<file path="config.mk">
export PLATFORM = sky130hd
export DESIGN_NAME = erx_top
export DESIGN_NICKNAME = d
export VERILOG_FILES = /design/src/hdl/erx_pkg.sv /design/src/hdl/erx_top.sv /design/src/hdl/erx_dispatch.sv /design/src/hdl/erx_check.sv /design/src/hdl/erx_remap.sv /design/src/hdl/erx_cfg.sv
export SDC_FILE = /design/constraint.sdc
export NUM_CORES = 1
export LEC_CHECK = 0
export BUFFER_PORTS_ARGS = -buffer_cell sky130_fd_sc_hd__buf_4
export CORE_UTILIZATION = 54
export CTS_CLUSTER_SIZE = 8
export DETAILED_ROUTE_END_ITERATION = 8
export MAX_ROUTING_LAYER = met4
export PLACE_DENSITY_LB_ADDON = 0.12
export SLEW_MARGIN = 20
export SYNTH_ARGS = -nofsm -noshare
export SYNTH_HDL_FRONTEND = slang
export SYNTH_SLANG_ARGS = --single-unit
export TNS_END_PERCENT = 5
</file>
<file path="constraint.sdc">
create_clock -name clk -period 7.6 [get_ports clk]
set_clock_uncertainty 0.05 [all_clocks]
set_input_delay 0.38 -clock clk [delete_from_list [all_inputs] [get_ports clk]]
set_output_delay 0.38 -clock clk [all_outputs]
set_load 0.02 [all_outputs]
</file>
<file path="src/hdl/erx_pkg.sv">
package erx_pkg;

   //####################################################################
   // register file word addresses
   //####################################################################
   typedef enum logic [1:0] {
      erx_cfg    = 2'd0,   // rx config word
      erx_gpio   = 2'd1,   // sampled gpio pins
      erx_status = 2'd2,   // sticky + live status
      erx_offset = 2'd3    // dynamic remap base
   } erx_reg_e;

   // address translation select, 11 falls back to pass-through
   typedef enum logic [1:0] {
      remap_none    = 2'b00,
      remap_static  = 2'b01,
      remap_dynamic = 2'b10
   } remap_mode_e;

   // checker verdict, one per transaction
   typedef enum logic [1:0] {
      pkt_ok         = 2'd0,
      pkt_misaligned = 2'd1,   // write not word aligned
      pkt_read       = 2'd2    // reads not served on this path
   } pkt_class_e;

   typedef enum logic [1:0] {
      timer_off  = 2'd0,
      timer_64   = 2'd1,
      timer_256  = 2'd2,
      timer_1024 = 2'd3
   } timer_cfg_e;

   // rx_status bit map
   localparam int status_misaligned_bit = 0;
   localparam int status_read_bit       = 1;
   localparam int status_timeout_bit    = 2;

   localparam int OUT_CREDITS = 4;   // downstream credits after reset

   // stall limit in cycles, zero means no timeout
   function automatic logic [10:0] timer_limit(input logic [1:0] cfg);
      case (cfg)
         timer_64:   return 11'd64;
         timer_256:  return 11'd256;
         timer_1024: return 11'd1024;
         default:    return 11'd0;
      endcase
   endfunction

endpackage
</file>
<file path="src/hdl/erx_top.sv">
`timescale 1ns/1ns
module erx_top #(
   parameter int RFAW       = 6,
   parameter int FIFO_DEPTH = 8
) (
   input  logic        clk,
   input  logic        reset,
   // memory interface
   input  logic        mi_en,
   input  logic        mi_we,
   input  logic [14:0] mi_addr,
   input  logic [31:0] mi_din,
   output logic [31:0] mi_dout,
   input  logic [8:0]  gpio_datain,
   output logic        mmu_enable,     // readback only, no MMU here
   // incoming transactions
   input  logic        rx_valid,
   input  logic        rx_write,
   input  logic [31:0] rx_addr,
   input  logic [31:0] rx_data,
   output logic        rx_credit,
   // downstream port
   output logic        out_valid,
   output logic [31:0] out_addr,
   output logic [31:0] out_data,
   input  logic        out_credit
);

   logic [1:0]          remap_mode;
   logic [11:0]         remap_sel;
   logic [11:0]         remap_pattern;
   logic [31:0]         remap_base;
   logic [1:0]          timer_cfg;
   logic [15:0]         rx_status;
   logic                remap_valid;
   logic [31:0]         remap_addr;
   logic [31:0]         remap_data;
   erx_pkg::pkt_class_e chk_class;
   logic                err_misaligned;
   logic                err_read;
   logic                err_timeout;

   // error pulses onto the status vector, upper bits unused
   assign rx_status[erx_pkg::status_misaligned_bit] = err_misaligned;
   assign rx_status[erx_pkg::status_read_bit]       = err_read;
   assign rx_status[erx_pkg::status_timeout_bit]    = err_timeout;
   assign rx_status[15:3]                           = '0;

   erx_cfg #(.RFAW(RFAW)) erx_cfg_i (
      .clk, .reset, .mi_en, .mi_we, .mi_addr, .mi_din, .mi_dout,
      .mmu_enable, .remap_mode, .remap_sel, .remap_pattern, .remap_base,
      .timer_cfg, .gpio_datain, .rx_status
   );

   // remap and check run side by side on the raw transaction
   erx_remap erx_remap_i (
      .clk, .reset, .rx_valid, .rx_addr, .rx_data,
      .remap_mode, .remap_sel, .remap_pattern, .remap_base,
      .remap_valid, .remap_addr, .remap_data
   );

   erx_check erx_check_i (
      .clk, .reset, .rx_valid, .rx_write, .rx_addr, .chk_class
   );

   erx_dispatch #(.FIFO_DEPTH(FIFO_DEPTH)) erx_dispatch_i (
      .clk, .reset, .remap_valid, .remap_addr, .remap_data, .chk_class,
      .out_credit, .timer_cfg, .out_valid, .out_addr, .out_data, .rx_credit,
      .err_misaligned, .err_read, .err_timeout
   );

endmodule

</file>
<file path="src/hdl/erx_dispatch.sv">
`timescale 1ns/1ns
module erx_dispatch #(
   parameter int FIFO_DEPTH = 8
) (
   input  logic                clk,
   input  logic                reset,
   input  logic                remap_valid,
   input  logic [31:0]         remap_addr,
   input  logic [31:0]         remap_data,
   input  erx_pkg::pkt_class_e chk_class,
   input  logic                out_credit,     // one credit back per pulse
   input  logic [1:0]          timer_cfg,
   output logic                out_valid,
   output logic [31:0]         out_addr,
   output logic [31:0]         out_data,
   output logic                rx_credit,      // slot freed
   output logic                err_misaligned,
   output logic                err_read,
   output logic                err_timeout
);

   localparam int AW  = (FIFO_DEPTH > 1) ? $clog2(FIFO_DEPTH) : 1;
   localparam int CW  = $clog2(FIFO_DEPTH + 1);
   localparam int OCW = $clog2(erx_pkg::OUT_CREDITS + 1);

   typedef enum logic [1:0] {st_idle, st_waiting, st_expired} stall_state_e;

   logic [63:0]  fifo_mem [FIFO_DEPTH];   // {addr, data}
   logic [AW-1:0]  wr_ptr;
   logic [AW-1:0]  rd_ptr;
   logic [CW-1:0]  count;
   logic [CW-1:0]  ret_cnt;               // input credits owed
   logic [OCW-1:0] out_cred;
   logic           push;
   logic           drop;
   logic           pop;
   logic           stall;
   logic [10:0]    stall_cnt;
   logic [10:0]    limit;
   stall_state_e   state;

   function automatic logic [AW-1:0] next_ptr(input logic [AW-1:0] ptr);
      return (ptr == AW'(FIFO_DEPTH - 1)) ? '0 : ptr + 1'b1;
   endfunction

   //####################################################################
   // accept or drop
   //####################################################################
   assign push           = remap_valid && chk_class == erx_pkg::pkt_ok;
   assign drop           = remap_valid && chk_class != erx_pkg::pkt_ok;
   assign err_misaligned = remap_valid && chk_class == erx_pkg::pkt_misaligned;
   assign err_read       = remap_valid && chk_class == erx_pkg::pkt_read;

   always_ff @(posedge clk) begin
      if (push) begin
         fifo_mem[wr_ptr] <= {remap_addr, remap_data};
      end
   end

   // pop straight from the head when a credit is in hand
   assign pop       = (count != '0) && (out_cred != '0);
   assign out_valid = pop;
   assign out_addr  = fifo_mem[rd_ptr][63:32];
   assign out_data  = fifo_mem[rd_ptr][31:0];
   assign rx_credit = (ret_cnt != '0);   // drains owed credits one per cycle

   always_ff @(posedge clk) begin
      if (reset) begin
         wr_ptr   <= '0;
         rd_ptr   <= '0;
         count    <= '0;
         ret_cnt  <= '0;
         out_cred <= OCW'(erx_pkg::OUT_CREDITS);
      end else begin
         if (push) wr_ptr <= next_ptr(wr_ptr);
         if (pop)  rd_ptr <= next_ptr(rd_ptr);
         count   <= count + CW'(push) - CW'(pop);
         ret_cnt <= ret_cnt + CW'(pop) + CW'(drop) - CW'(rx_credit);   // up to 2 frees
         case ({pop, out_credit})
            2'b10:   out_cred <= out_cred - OCW'(1);
            2'b01:   out_cred <= out_cred + OCW'(1);
            default: ;   // both or neither, no change
         endcase
      end
   end

   //####################################################################
   // stall timer
   //####################################################################
   assign stall       = (count != '0) && (out_cred == '0);   // stuck on credits
   assign limit       = erx_pkg::timer_limit(timer_cfg);
   assign err_timeout = (state == st_expired);                // single cycle

   always_ff @(posedge clk) begin
      if (reset) begin
         state     <= st_idle;
         stall_cnt <= '0;
      end else begin
         case (state)
            st_idle: begin
               stall_cnt <= '0;
               if (stall && limit != '0) state <= st_waiting;
            end
            st_waiting: begin
               if (!stall || limit == '0) begin
                  state <= st_idle;   // credits back or timer off
               end else if (stall_cnt == limit - 11'd1) begin
                  state <= st_expired;
               end else begin
                  stall_cnt <= stall_cnt + 11'd1;
               end
            end
            default: begin   // st_expired, restart count
               stall_cnt <= '0;
               state     <= (stall && limit != '0) ? st_waiting : st_idle;
            end
         endcase
      end
   end

endmodule

</file>
<file path="src/hdl/erx_check.sv">
`timescale 1ns/1ns
module erx_check (
   input  logic                clk,
   input  logic                reset,
   input  logic                rx_valid,
   input  logic                rx_write,    // 0 = read request
   input  logic [31:0]         rx_addr,
   output erx_pkg::pkt_class_e chk_class    // lines up with remap_valid
);

   erx_pkg::pkt_class_e next_class;

   // reads win over alignment
   always_comb begin
      if (!rx_write) begin
         next_class = erx_pkg::pkt_read;
      end else if (rx_addr[1:0] != 2'b00) begin
         next_class = erx_pkg::pkt_misaligned;   // byte offset set
      end else begin
         next_class = erx_pkg::pkt_ok;
      end
   end

   // hold last verdict between transactions
   always_ff @(posedge clk) begin
      if (reset) begin
         chk_class <= erx_pkg::pkt_ok;
      end else if (rx_valid) begin
         chk_class <= next_class;
      end
   end

endmodule

</file>
<file path="src/hdl/erx_remap.sv">
`timescale 1ns/1ns
module erx_remap (
   input  logic        clk,
   input  logic        reset,
   input  logic        rx_valid,
   input  logic [31:0] rx_addr,
   input  logic [31:0] rx_data,
   input  logic [1:0]  remap_mode,
   input  logic [11:0] remap_sel,       // 1 = take pattern bit
   input  logic [11:0] remap_pattern,
   input  logic [31:0] remap_base,
   output logic        remap_valid,
   output logic [31:0] remap_addr,
   output logic [31:0] remap_data
);

   logic [31:0] static_addr;
   logic [31:0] next_addr;

   // bit substitution on the top 12 address bits
   assign static_addr = {(rx_addr[31:20] & ~remap_sel) | (remap_pattern & remap_sel),
                         rx_addr[19:0]};

   always_comb begin
      case (remap_mode)
         erx_pkg::remap_static:  next_addr = static_addr;
         erx_pkg::remap_dynamic: next_addr = rx_addr + remap_base;   // wraps at 2^32
         default:                next_addr = rx_addr;   // none and 11
      endcase
   end

   // valid is control, address and data are payload
   always_ff @(posedge clk) begin
      if (reset) begin
         remap_valid <= 1'b0;
      end else begin
         remap_valid <= rx_valid;
      end
   end

   always_ff @(posedge clk) begin
      remap_addr <= next_addr;
      remap_data <= rx_data;
   end

endmodule

</file>
<file path="src/hdl/erx_cfg.sv">
`timescale 1ns/1ns
module erx_cfg #(
   parameter int RFAW = 6   // register word address field width
) (
   input  logic        clk,
   input  logic        reset,
   // memory interface
   input  logic        mi_en,
   input  logic        mi_we,            // full 32 bit word writes only
   input  logic [14:0] mi_addr,          // byte address
   input  logic [31:0] mi_din,
   output logic [31:0] mi_dout,          // registered readback
   // config outputs
   output logic        mmu_enable,       // stored only
   output logic [1:0]  remap_mode,
   output logic [11:0] remap_sel,
   output logic [11:0] remap_pattern,
   output logic [31:0] remap_base,
   output logic [1:0]  timer_cfg,
   // status inputs
   input  logic [8:0]  gpio_datain,
   input  logic [15:0] rx_status         // error pulses + live bits
);

   logic [31:0]     rx_cfg_reg;
   logic [31:0]     offset_reg;
   logic [8:0]      gpio_reg;
   logic [2:0]      sticky_reg;          // error bits, cleared by reset only
   logic [RFAW-1:0] reg_addr;
   logic            cfg_read;
   logic            cfg_write;

   //####################################################################
   // decode
   //####################################################################
   assign cfg_write = mi_en & mi_we;
   assign cfg_read  = mi_en & ~mi_we;
   assign reg_addr  = mi_addr[RFAW+1:2];   // word address, byte bits dropped

   // rx config word
   always_ff @(posedge clk) begin
      if (reset) begin
         rx_cfg_reg <= '0;
      end else if (cfg_write && reg_addr == RFAW'(erx_pkg::erx_cfg)) begin
         rx_cfg_reg <= mi_din;
      end
   end

   assign mmu_enable    = rx_cfg_reg[1];
   assign remap_mode    = rx_cfg_reg[3:2];
   assign remap_sel     = rx_cfg_reg[15:4];
   assign remap_pattern = rx_cfg_reg[27:16];
   assign timer_cfg     = rx_cfg_reg[29:28];

   // dynamic base, payload only
   always_ff @(posedge clk) begin
      if (cfg_write && reg_addr == RFAW'(erx_pkg::erx_offset)) begin
         offset_reg <= mi_din;
      end
   end

   assign remap_base = offset_reg;

   //####################################################################
   // status capture
   //####################################################################
   always_ff @(posedge clk) begin
      gpio_reg <= gpio_datain;   // free running sample
   end

   always_ff @(posedge clk) begin
      if (reset) begin
         sticky_reg <= '0;
      end else begin
         sticky_reg <= sticky_reg | rx_status[2:0];   // accumulate pulses
      end
   end

   // readback, one cycle behind the request
   always_ff @(posedge clk) begin
      if (cfg_read) begin
         case (reg_addr)
            RFAW'(erx_pkg::erx_cfg):    mi_dout <= rx_cfg_reg;
            RFAW'(erx_pkg::erx_gpio):   mi_dout <= {23'b0, gpio_reg};
            RFAW'(erx_pkg::erx_status): mi_dout <= {16'b0, rx_status[15:3], sticky_reg};
            RFAW'(erx_pkg::erx_offset): mi_dout <= offset_reg;
            default:                    mi_dout <= 32'd0;   // unmapped
         endcase
      end else begin
         mi_dout <= 32'd0;   // idle bus reads zero
      end
   end

endmodule

</file>
==> results of run 1 <==
-- per-layer routing --
metal	track usage [%]	part of all wire, %	vias up
met5	-	0	-
met4	7.604	2.6	0
met3	4.439	5.6	101
met2	38.84	50	485
met1	31.61	42	7973
li1	-	-	7202
-- cells by family (layout without fill, tap and decap cells) --
family | Yosys count | count (layout)
fa+ha+maj | 55 | 55
flops | 720 | 720
simple gates | 302 | 302
compound gates | 228 | 228
xor+xnor | 40 | 40
buf+inv | 111 | 544
mux | 207 | 207
-- worst max-delay path: stages, from the launching register on --
cell and delay (ns):
dfxtp_4 0.85, buf_12 0.60, mux4_2 0.58, mux2_2 0.33
buf_4 0.18
-- worst min-delay path by stage --
stage | from | end | cells past startpoint
after floorplan | gpio_datain[0] | erx_cfg_i.gpio_reg[0] | 0
after global placement | erx_cfg_i.rx_cfg_reg[30] | erx_cfg_i.rx_cfg_reg[30] | 2
after detailed placement | erx_cfg_i.rx_cfg_reg[30] | erx_cfg_i.rx_cfg_reg[30] | 2
after CTS | rx_addr[12] | erx_remap_i.remap_addr[12] | 3
after global routing | rx_addr[12] | erx_remap_i.remap_addr[12] | 3
final | rx_addr[12] | erx_remap_i.remap_addr[12] | 3
-- cells in the mapped netlist, drive strengths merged, types with 2 or more instances --
library cell / number / share of area [%]
edfxtp: 544 / 58
or3: 9 / 0.20
mux2: 64 / 2.6
a21o: 24 / 0.64
and2: 4 / 0.098
a31oi: 14 / 0.31
xnor2: 21 / 0.66
mux4: 131 / 11
clkbuf: 56 / 0.75
dfxtp: 176 / 13
buf: 20 / 0.28
a21oi: 70 / 1.3
nand2: 110 / 1.5
nor4: 2 / 0.045
a311oi: 3 / 0.12
o2111ai: 3 / 0.094
xor2: 19 / 0.59
and3: 12 / 0.27
nor2b: 23 / 0.51
a22oi: 26 / 0.70
nand4: 6 / 0.13
fa: 5 / 0.36
nor3: 12 / 0.23
mux2i: 12 / 0.43
a21boi: 3 / 0.080
o211ai: 15 / 0.44
nand2b: 7 / 0.16
and4: 2 / 0.063
nor2: 82 / 1.1
o21ai: 48 / 0.86
a32o: 2 / 0.072
o21a: 2 / 0.054
a22o: 2 / 0.063
o21bai: 4 / 0.11
inv: 35 / 0.47
a211oi: 3 / 0.080
ha: 50 / 2.2
nor3b: 5 / 0.15
a31o: 2 / 0.063
or3b: 2 / 0.063
nand3: 22 / 0.39
-- area by class of cell --
| class | count | area [µm²] | area share, % |
|---|---|---|---|
| multi-input combinational | 832 | 7759 | 22.63 |
| timing repair buffer | 333 | 2795 | 8.153 |
| sequential | 720 | 19870 | 57.96 |
| clock buffer | 171 | 2811 | 8.201 |
| clock inverter | 5 | 65.06 | 0.1898 |
| inverter | 35 | 131.4 | 0.3832 |
| tap | 680 | 850.8 | 2.482 |
-- power by group through the flow --
stage                     clock (mW)  combinational [mW]  sequential [mW]
after global placement             0                2.06             4.59
final                           4.03                2.15             4.47
after CTS                       4.10                2.14             4.53
after floorplan                    0                1.54             4.44
after global routing            4.27                2.31             4.49
after detailed placement           0                2.08             4.60
-- through the flow --
step	std cells	hold slack [ns]	setup slack, ns	instance area, µm²	utilization, %
final	2776	0.03858	3.841	34280	66.83
after global routing	2776	0.02560	3.565	34280	66.83
after CTS	2774	0.004994	3.594	34240	66.73
after detailed placement	2503	0.3977	4.020	30410	59.27
after global placement	2502	0.3924	4.058	30390	59.23
after floorplan	1663	0.3577	0.1732	27990	-
==> results by stage, run 1 <==
Global routing:
- The number of global-route vias before repair is between 15000 and 20000.
- The maximum number of pins on one net before global-route repair is 94.
- The global-route total usage across every layer is 24.23%.
- The residual overflow from global routing is 0.
- The first-pass GRT wire length is approximately 94 mm.
- The initial antenna violation count is 0.

Placement:
- Detailed placement ended at an HPWL of 35.39 mm.
- The number of input and output port buffers inserted is about 220.
- Routability-driven placement finished with a final weighted congestion of 0.8833.

Floorplanning:
- The boundary pin count is 226.
- After floorplanning, the core was divided into 83 placement rows.
- The floorplan step defined a core boundary enclosing 51300 µm².
- The initial core utilization is between 50 and 60%.
- The die boundary width is 229.7 µm.
- The vertical extent of the die is 229.7 µm.
- The die covers around 53000 µm².

Pwr:
- The power spent charging and discharging nets is 2.725 mW.
- The clock group share of total power is 37.8%.
- The worst IR drop on VDD is roughly 0.00022 V.
- The share of total power in sequential cells is 42.0%.
- The internal power summed over all cells is 7.927 mW.
- Summed over all cells, the static leakage comes to 11.90 nW.
- The combinational cell fraction of total power is 20.2%.
- The post-route total power is 10.65 mW.
- The share of total power consumed by net switching is 25.58%.
- In this run the power density over the cells is around 310 nW/µm².

Critical path:
- The number of cells on the worst reg-to-reg path is 6.
- The startpoint of the worst register-to-register path is erx_check_i.chk_class[0].
- The biggest fanout along the worst timing path is 93.
- The critical path capture point is out_addr[30].
- The launching element type of the critical path is a flop.
- The critical setup path kind is flop to primary output.
- The worst endpoint required time is 7.17 ns.
- STA classifies the critical path endpoint as a primary output.
- The worst register-to-register path ends at erx_dispatch_i.fifo_mem[3][23].
- The register-to-register setup slack is 4.39 ns.
- For the worst setup path, the data arrival time is 3.33 ns.

Yosys:
- The post-synthesis adder-cell area fraction is 2.593%.
- The share of the synthesized area in compound gates (AO/OA/AOI/OAI) is 5.154%.
- The async set-or-reset flop fraction in the synthesized netlist is 0%.
- The number of nets produced by synthesis is 1845.
- The average instance in the mapped netlist occupies 16.83 µm².
- The dominant combinational cell family by area after synthesis is multiplexers.
- The predominant post-synthesis flop cell is edfxtp_1.
- Synthesis inferred 720 register bits.
- The post-synthesis cell type count is 60.
- After synthesis the cells add up to 27990 µm².
- Of the total synthesized cell area, the portion taken by XOR and XNOR cells is 1.252%.
- Synthesis produced a netlist whose cell count is 1663.
- The count of flip-flops with a built-in enable after synthesis is 544.
- The fraction of the yosys area taken by sequential cells is a little under three quarters.
- The count of yosys warnings during synthesis is 0.
- In the synthesized netlist, mux cells make up 13.54% of the area.
- The simple-gate share of the synthesized area is under 10%.

Final layout:
- The library cell used most frequently in the layout, excluding fill and tap cells, is edfxtp_1.
- The count of inserted antenna diode cells is 0.
- The growth of design area from synthesis to finish is 22.49%.
- In the layout the commonest cells are edfxtp_1, buf_4, dfxtp_1.
- The net count of the finished layout is 2204.
- Ranked by flip-flop count, first place goes to erx_dispatch_i.fifo_mem.
- In the final layout, the share of cells above drive strength 1 is 26.77%.
- The count of filler cells inserted in the layout is 3545.
- The register with the most flip-flops in the layout has 512 of them.

Status:
- The flow ran to the end, but the final reports show violations.
- The final reports fail on DRC.

CTS:
- The clock tree buffer depth is 3.
- The H-tree depth reported by CTS is 3.
- The number of setup buffers added after CTS is 0.
- For this design, the sink count on the clock tree is 720.
- The clock transition at the registers of the reported paths is ~0.05 ns.
- The clock tree root buffer cell is clkbuf_16.
- TritonCTS built the clock tree.
- The number of CTS-inserted buffers is 100.
- For the worst-skew pair, the clock arrives at the later sink with an insertion delay of 0.62 ns.
- After clock tree synthesis, the flow added hold-fix buffers numbering between 90 and 100.
- The post-cts resize count is 0.

STA:
- The number of pins with negative max-slew slack in the final report came to 0.
- Derived from the worst setup path, the maximum achievable clock frequency is 266.1 MHz.
- Setup repair after global routing left no endpoint under its margin.
- The worst path in the final design needs a cycle of 3.759 ns, including I/O delays and setup.
- The normalized max-slew margin is 32.81%.
- The ratio of final minimum period to clock period is 49.46%.
- For the pin with the worst max-slew slack, the measured transition is 1.008 ns.
- The number of failing hold endpoints at the final stage is 0.
- Setup violations remaining at the end of the flow were counted as 0.
- The total negative setup slack is 0 ns.

Route:
- Once detail routing completed, the nets flagged for antenna violations numbered 0.
- Dividing the detail-routed via count by the number of cells gives 5.678.
- The violation count after the first detailed-route iteration is 964.
- After detailed routing, the average wire length per cell comes to 21.85 µm.
- The first-pass iteration count of the detailed router is 7.
- The detailed-route wire length is about 60 mm.
- In the routed design, unresolved DRC markers number 2.
- The total number of vias is 15760.

Min path:
- In this run the worst hold path is classified as primary input to flop.

Flow run:
- The max capacitance violation total is 0.
No activity file was read; power rests on OpenSTA's default activity.
==> run 2, diff against run 1 <==
ABC_AREA = 1   (was not set)
CORE_UTILIZATION = 60   (was 54)
clock period = 3.5 ns   (was 7.6 ns; I/O delays follow)
==> run 2 against run 1 <==
  * The run now ends clean
  * Sequential power up 110%
  * Design area up 4.4%
  * Synthesized cell count up 64%
  * Register-to-register slack worse by 3.3 ns
  * Clock-buffer cell count up 6
  * First-iteration DRC count up 57%
  * Worst hold slack worse by 0.0044 ns
  * Via count up 36%
  * Flip-flop and latch count unchanged
  * Synthesized area up 4.8%
  * Global-route usage up 5.9 points
  * Cell count up 36%
==> results by stage, run 2 <==
Pwr:
- The power per unit of standard cell area is 688.9 nW/µm² (+120%).
- The share of total power in sequential cells came to 38.9% (-3.1 points).
- The internal power summed over all cells is 17.05 mW (+120%).
- The reported leakage power was 13.66 nW (+15%).
- The clock group share of total power is 36.3% (-1.5 points).
- The combinational cell fraction of total power is 24.8% (+4.6 points).
- The share of total power consumed by net switching is 30.85% (+5.3 points).
- The worst IR drop on VDD is 0.0004666 V (+110%).
- The power spent charging and discharging nets is 7.603 mW (+180%).

Placement:
- The placed cell area was 31610 µm² (+4.0%).
- The placer congestion estimate is 0.8940 (+1.2%).
- The cell total after placement was 3471 (+39%).
- The post-DP HPWL was 41.28 mm (+17%).
- The post-placement setup slack is 1.101 ns (-2.919 ns).
- The number of input and output port buffers inserted is 216 (unchanged).

CTS:
- The clock latency of the later-clocked register in the worst-skew pair is 0.64 ns (+0.02 ns).
- The TritonCTS clock tree is built.
- The number of CTS-inserted buffers was 100 (unchanged).
- Clock tree synthesis selected as its root buffer the cell clkbuf_16.
- The H-tree depth reported by CTS was 3 (unchanged).
- The clock transition at the registers of the reported paths is 0.05 ns (about the same).
- The CTS sink count was 720 (unchanged).
- The clock tree buffer depth is 3 (unchanged).
- The number of setup buffers added after CTS is 0 (unchanged).

Critical path:
- The startpoint of the worst register-to-register path is erx_dispatch_i.count[2].
- The biggest fanout along the worst timing path is 162 (+74%).
- The critical setup path kind is flop to primary output.
- The launching element type of the critical path is a flop.
- The worst endpoint required time is 3.27 ns (-3.90 ns).
- The worst endpoint data arrival time is 2.88 ns (-0.45 ns).
- The critical path endpoint category is a primary output.

Yosys:
- The async set-or-reset flop fraction in the synthesized netlist is 0% (unchanged).
- The post-synthesis instance area is 29330 µm² (+4.8%).
- The fraction of the yosys area taken by sequential cells is 67.71% (-3.2 points).
- The multiplexer fraction of the synthesized cell area is 0% (-14 points).
- The count of flip-flops with a built-in enable after synthesis came to 544 (unchanged).
- The number of instances in the synthesized netlist is 2732 (+64%).
- By area the synthesized netlist is led by edfxtp_1, dfxtp_1, nor2_1.
- The portion of synthesized cell area occupied by the leading cell type is 55.69% (-2.7 points).
- The count of state elements after synthesis is 720 (unchanged).
- The post-synthesis cell type count was 48 (-20%).
- The largest area contributor in the netlist is edfxtp_1.
- The share of the synthesized area in compound gates (AO/OA/AOI/OAI) is 11.18% (+6.0 points).
- The simple-gate share of the synthesized area is 13.70% (+8.7 points).
- The per-instance average area after synthesis is 10.74 µm² (-36%).
- nor2_1 is the most common cell in the netlist.
- The predominant post-synthesis flop cell is edfxtp_1.
- The count of yosys warnings during synthesis came to 0 (unchanged).
- The post-synthesis adder-cell area fraction is 2.474% (-0.12 points).
- The dominant combinational cell family by area after synthesis is simple AND/OR/NAND/NOR gates.
- The number of nets produced by synthesis is 2914 (+58%).
- Counting instances in the post-synthesis netlist gives the leading cell types as nor2_1, edfxtp_1, nand2_1.
- The parity-gate share of the synthesized area counting xor and xnor cells came to 0.2986% (-0.95 points).

Floorplanning:
- The initial core utilization is 61.17% (+6.6 points).
- The core area is 47950 µm² (-6.5%).
- The boundary pin count is 226 (unchanged).
- The die boundary width is 223.1 µm (-2.9%).
- The vertical extent of the die is 223.1 µm (-2.9%).
- The total die area came to 49770 µm² (-5.6%).
- The standard-cell row count is 80 (-3.6%).

Final layout:
- The multi-input combinational cell area is 8174 µm² (+5.4%).
- The count of filler cells inserted in the layout is 3155 (-11%).
- Leaving out fill and tap cells, the most frequent cell in the layout is nor2_1.
- The flip-flop count of the largest register, all copies and words added was 512 (unchanged).
- The final cell count without fillers is 3777 (+36%).
- The final net count is 3261 (+48%).
- The final design area excluding fillers was 35780 µm² (+4.4%).
- The growth of design area from synthesis to finish is 21.98%.
- In the layout the commonest cells are nor2_1, edfxtp_1, nand2_1.
- The share of cells above drive strength 1 is 12.15% (-15 points).
- The register area is 19870 µm² (about the same).
- The register with the highest flop count is erx_dispatch_i.fifo_mem.

STA:
- Static timing analysis puts the maximum clock frequency at 322.2 MHz.
- The total negative setup slack is 0 ns (unchanged).
- The worst slack on hold paths was 0.03421 ns (-0.004369 ns).
- The number of failing hold endpoints at the final stage is 0 (unchanged).
- For the finished layout, the period the worst path requires is 3.104 ns.
- Setup repair after global routing left no endpoint under its margin.
- The ratio of final minimum period to clock period is 88.69%.
- The number of pins with negative max-slew slack in the final report was 0 (unchanged).
- The final setup violation count came to 0 (unchanged).
- The slew at the pin closest to its max-slew limit came to 0.9317 ns (-0.07622 ns).
- The normalized max-slew margin is 37.82% (+5.0 points).
- The post-route worst setup slack came to 0.3959 ns (-3.445 ns).

Route:
- The first-pass iteration count of the detailed router is 5 (-2).
- The detailed-route wire length is 72.40 mm (+19%).
- The count of antenna-violating nets left after detailed routing is 0 (unchanged).
- The total number of vias is 21400 (+36%).
- The violation count after the first detailed-route iteration is 1510 (+57%).
- The via density per instance is 5.666 (-0.21%).
- The average wire per standard cell is 19.17 µm (-12%).
- The number of DRC violations after detailed routing was 0 (-2).

Min path:
- The launch instance of the worst min-delay path is mi_addr[2].
- The kind of path behind the tightest hold check is primary input to flop.

Status:
- The run finished with clean final reports.

Global routing:
- The global-route total usage across every layer is 30.18% (+5.9 points).
- The initial antenna violation count is 1 (+1).
- The first-pass GRT wire length is 112.8 mm (+20%).
- The residual overflow from global routing is 0 (unchanged).
- The number of global-route vias before repair was 21320 (+31%).
- The maximum number of pins on one net before global-route repair came to 163 (+73%).

Flow run:
- The max capacitance violation total is 0 (unchanged).
-- run 2: cell count changes after synthesis, moves of 17 or more --
cell	change
a21o_1	-22
a21oi_1	+22
a31oi_1	+50
buf_2	+17
inv_1	+152
mux2_2	-64
mux4_2	-131
nand2_1	+228
nand3_1	+30
nor2_1	+531
nor2b_1	-23
o21ai_0	+283
o22ai_1	+65
-- run 2: power by group through the flow --
| stage | Sequential (mW) | Combinational [mW] | Clock, mW |
|---|---|---|---|
| 3_5_place_dp | 9.75 | 5.93 | 0 |
| 2_1_floorplan | 9.67 | 3.98 | 0 |
| 5_1_grt | 9.61 | 6.65 | 9.43 |
| 3_3_place_gp | 9.74 | 5.75 | 0 |
| 6_report | 9.59 | 6.10 | 8.95 |
| 4_1_cts | 9.59 | 6.10 | 9.04 |
-- run 2: metal layers --
| metal | wire length (µm) | vias up | global-route usage (%) |
|---|---|---|---|
| met2 | 35720 | 818 | 50.02 |
| li1 | - | 10160 | - |
| met3 | 4152 | 174 | 4.438 |
| met4 | 2868 | 0 | 13.30 |
| met5 | 0 | - | - |
| met1 | 29670 | 10250 | 36.96 |
-- run 2: worst paths after layout --
path	endpoint	slack (ns)	depth (start not counted)
worst min-delay path	erx_cfg_i.mi_dout[5]	0.03	6
worst min register to register	erx_cfg_i.sticky_reg[0]	0.41	2
worst max register to register	erx_dispatch_i.count[2]	1.08	12
worst max-delay path	out_addr[11]	0.40	6
-- run 2: layout make-up --
cell class	instances	share of cell area [%]
diodes	2	0.01399
clock buffers	177	7.949
flip-flops and latches	720	55.53
inverters	194	2.060
well taps	615	2.151
multi-input cells	1695	22.85
clock inverters	6	0.2903
repair buffers	368	9.162
-- run 2: cells by family after synthesis --
logic type / count (synthesis)
buffers and inverters: 317
DFF: 720
AOI/OAI and AO/OA: 598
adders and majority gates: 55
xor gates and xnor gates: 10
and+or+nand+nor: 1032
-- run 2: repair_timing --
action | CTS | global route
gates resized for setup | 0 | 0
hold endpoints to repair | 163 | 0
hold buffers | 121 | 0
-- run 2: through the flow --
stage          utilization [%]  power [mW]
3_3_place_gp             65.94       15.49
6_report                 74.62       24.65
5_1_grt                  74.62       25.69
4_1_cts                  74.61       24.73
3_5_place_dp             65.94       15.68
2_1_floorplan                -       13.65
-- run 2: worst max-delay path, stage by stage, from the launching register on --
cell and delay, ns:
dfxtp_4 0.51, buf_12 0.58, o21ai_0 0.19, o22ai_1 0.20, nor2_1 0.06, a31oi_1 0.36, buf_4 0.22
==> run 3, diff against run 2 <==
CORE_MARGIN = 5   (was not set)
==> run 3 against run 2 <==
  * Non-clock buffer count shrank 2
  * Clock-buffer cell count shrank 2
  * Worst hold slack gained 0.040 ns
  * Setup slack lost 0.034 ns
  * First-iteration DRC count grew 4.4%
  * Global-route usage shrank 2.0 points
  * Utilization shrank 1.3 points
  * Largest cell class unchanged
  * Largest power group unchanged
  * Highest routed layer unchanged
==> results by stage, run 3 (synthesis results as in run 2) <==
Status:
- The run finished with clean final reports.

Route:
- The violation count after the first detailed-route iteration came to 1576 (+4.4%).
- The count of antenna-violating nets left after detailed routing is 0 (unchanged).
- The number of DRC violations after detailed routing is 0 (unchanged).
- The detailed-route wire length is 73.68 mm (+1.8%).
- The total number of vias is 21370 (-0.16%).
- The average wire per standard cell is 19.50 µm (+1.7%).
- The first-pass iteration count of the detailed router came to 5 (unchanged).
- The via density per instance is 5.654 (-0.21%).

Critical path:
- The worst endpoint required time came to 3.27 ns (about the same).
- The launching element type of the critical path is a flop.
- The worst setup path is captured at a primary output.
- The worst endpoint data arrival time is 2.91 ns (+0.03 ns).
- The worst setup path is of the flop to primary output kind.
- The biggest fanout along the worst timing path is 216 (+33%).

CTS:
- The number of hold-repair buffers added at the cts stage is 120 (-0.83%).
- The H-tree depth reported by CTS is 3 (unchanged).
- The number of CTS-inserted buffers is 100 (unchanged).
- The clock transition at the registers of the reported paths came to 0.05 ns (about the same).
- The number of setup buffers added after CTS is 0 (unchanged).
- The CTS sink count is 720 (unchanged).
- The TritonCTS clock tree is built.
- The post-cts resize count came to 0 (unchanged).
- The clock tree buffer depth came to 3 (unchanged).
- The clock latency of the later-clocked register in the worst-skew pair was 0.62 ns (-0.02 ns).
- The root buffer cell chosen for the clock tree is clkbuf_16.

Pwr:
- The clock group share of total power is 35.8% (-0.5 points).
- The combinational cell fraction of total power is 24.9% (about the same).
- The worst IR drop on VDD came to 0.0006225 V (+33%).
- The power per unit of standard cell area came to 684.2 nW/µm² (-0.69%).
- The power spent charging and discharging nets is 7.479 mW (-1.6%).
- The reported leakage power is 13.61 nW (-0.38%).
- The share of total power in sequential cells is 39.4% (+0.5 points).
- The internal power summed over all cells is 16.93 mW (-0.66%).
- The share of total power consumed by net switching is 30.64% (-0.21 points).

STA:
- The post-route worst setup slack is 0.3615 ns (-0.03446 ns).
- The normalized max-slew margin is 25.35% (-12 points).
- Setup repair after global routing left no endpoint under its margin.
- The achievable frequency is 318.6 MHz (-1.1%).
- The number of pins with negative max-slew slack in the final report is 0 (unchanged).
- The final critical path time including I/O delays and setup is 3.139 ns (+0.03446 ns).
- The ratio of final minimum period to clock period is 89.67% (+0.98 points).
- The number of failing hold endpoints at the final stage was 0 (unchanged).
- The worst slack on hold paths is 0.07439 ns (+0.04018 ns).
- The final setup violation count was 0 (unchanged).
- The slew at the pin closest to its max-slew limit is 1.119 ns (+0.1869 ns).

Placement:
- The number of input and output port buffers inserted is 216 (unchanged).
- The post-placement setup slack is 1.064 ns (-0.03730 ns).
- The placer congestion estimate is 0.9427 (+5.4%).
- The placed cell area came to 31600 µm² (about the same).
- The post-DP HPWL is 42.00 mm (+1.7%).

Global routing:
- The residual overflow from global routing is 0 (unchanged).
- The number of global-route vias before repair is 21570 (+1.2%).
- The global-route total usage across every layer came to 28.15% (-2.0 points).
- The maximum number of pins on one net before global-route repair came to 217 (+33%).
- The initial antenna violation count is 1 (unchanged).
- The first-pass GRT wire length is 115.2 mm (+2.2%).

Final layout:
- The final design area excluding fillers is 35680 µm² (-0.27%).
- The final net count is 3259 (-0.061%).
- The leading cell type in the layout, fill and taps excluded is nor2_1.
- The flip-flop count of the largest register, all copies and words added is 512 (unchanged).
- Relative to the synthesized area, the layout overhead comes to 21.65%.
- In the layout the commonest cells are nor2_1, edfxtp_1, nand2_1.
- The register with the highest flop count is erx_dispatch_i.fifo_mem.
- The share of cells above drive strength 1 is 12.10% (-0.048 points).

Floorplanning:
- The die boundary width is 231.1 µm (+3.6%).
- The core area was 48650 µm² (+1.5%).
- The standard-cell row count is 81 (+1.3%).
- The initial core utilization is 60.29% (-0.88 points).
- The total die area was 53410 µm² (+7.3%).
- The boundary pin count is 226 (unchanged).
- The vertical extent of the die is 231.1 µm (+3.6%).

Min path:
- In this run the worst hold path is classified as primary input to flop.

Flow run:
- The max capacitance violation total is 0 (unchanged).
## run 3: cell types whose count changed in the layout (fill, tap and decap cells not counted), sizes merged
cell	previous run	this run
inv	193	192
buf	247	246
clkbuf	177	175
dlygate4sd3	121	120
diode	2	1
clkinv	7	8
## run 3: power by group through the flow
stage	registers, mW	logic [mW]	clock network (mW)
after detailed placement	9.77	5.92	0
after CTS	9.61	6.08	8.84
final	9.61	6.08	8.73
after floorplan	9.67	3.98	0
after global routing	9.63	6.66	9.28
after global placement	9.75	5.75	0
## run 3: cell type report
cell class | count | area (µm²)
timing repair buffer | 366 | 3248
sequential | 720 | 19870
tap | 622 | 778.2
clock buffer | 175 | 2804
antenna | 1 | 2.502
fill | 3268 | 12960
clock inverter | 6 | 71.32
inverter | 194 | 737.0
multi-input combinational | 1695 | 8174
## run 3: final timing paths
| path | slack (ns) | start | endpoint | cells after the start |
|---|---|---|---|---|
| worst max-delay path | 0.36 | flop | out_addr[12] | 6 |
| worst min register to register | 0.42 | erx_cfg_i.sticky_reg[2] | erx_cfg_i.sticky_reg[2] | 2 |
| worst max register to register | 1.11 | erx_dispatch_i.count[2] | erx_dispatch_i.count[2] | 12 |
| worst min-delay path | 0.07 | mi_addr[7] | erx_cfg_i.mi_dout[5] | 6 |
## run 3: layer usage
metal  share of wire (%)  track usage, %
met1                  40           35.19
met2                  50           47.40
met3                 6.5           4.226
met4                 3.1           10.10
met5                   0               -
## run 3: critical path, cell delays in order, from the launching register on
cell and delay [ns]:
dfxtp_4 0.38, buf_12 0.52, o21ai_0 0.22, o22ai_1 0.22
nor2_1 0.07, a31oi_1 0.39, buf_4 0.23
## run 3: through the flow
step                      TNS, ns  utilization (%)  power, mW  instances
after floorplan           -225.58                -      13.65       2732
after global placement          0            64.96      15.51       3477
after detailed placement        0            64.96      15.69       3477
after CTS                       0            73.34      24.53       3778
after global routing            0            73.35      25.57       3779
final                           0            73.35      24.41       3779
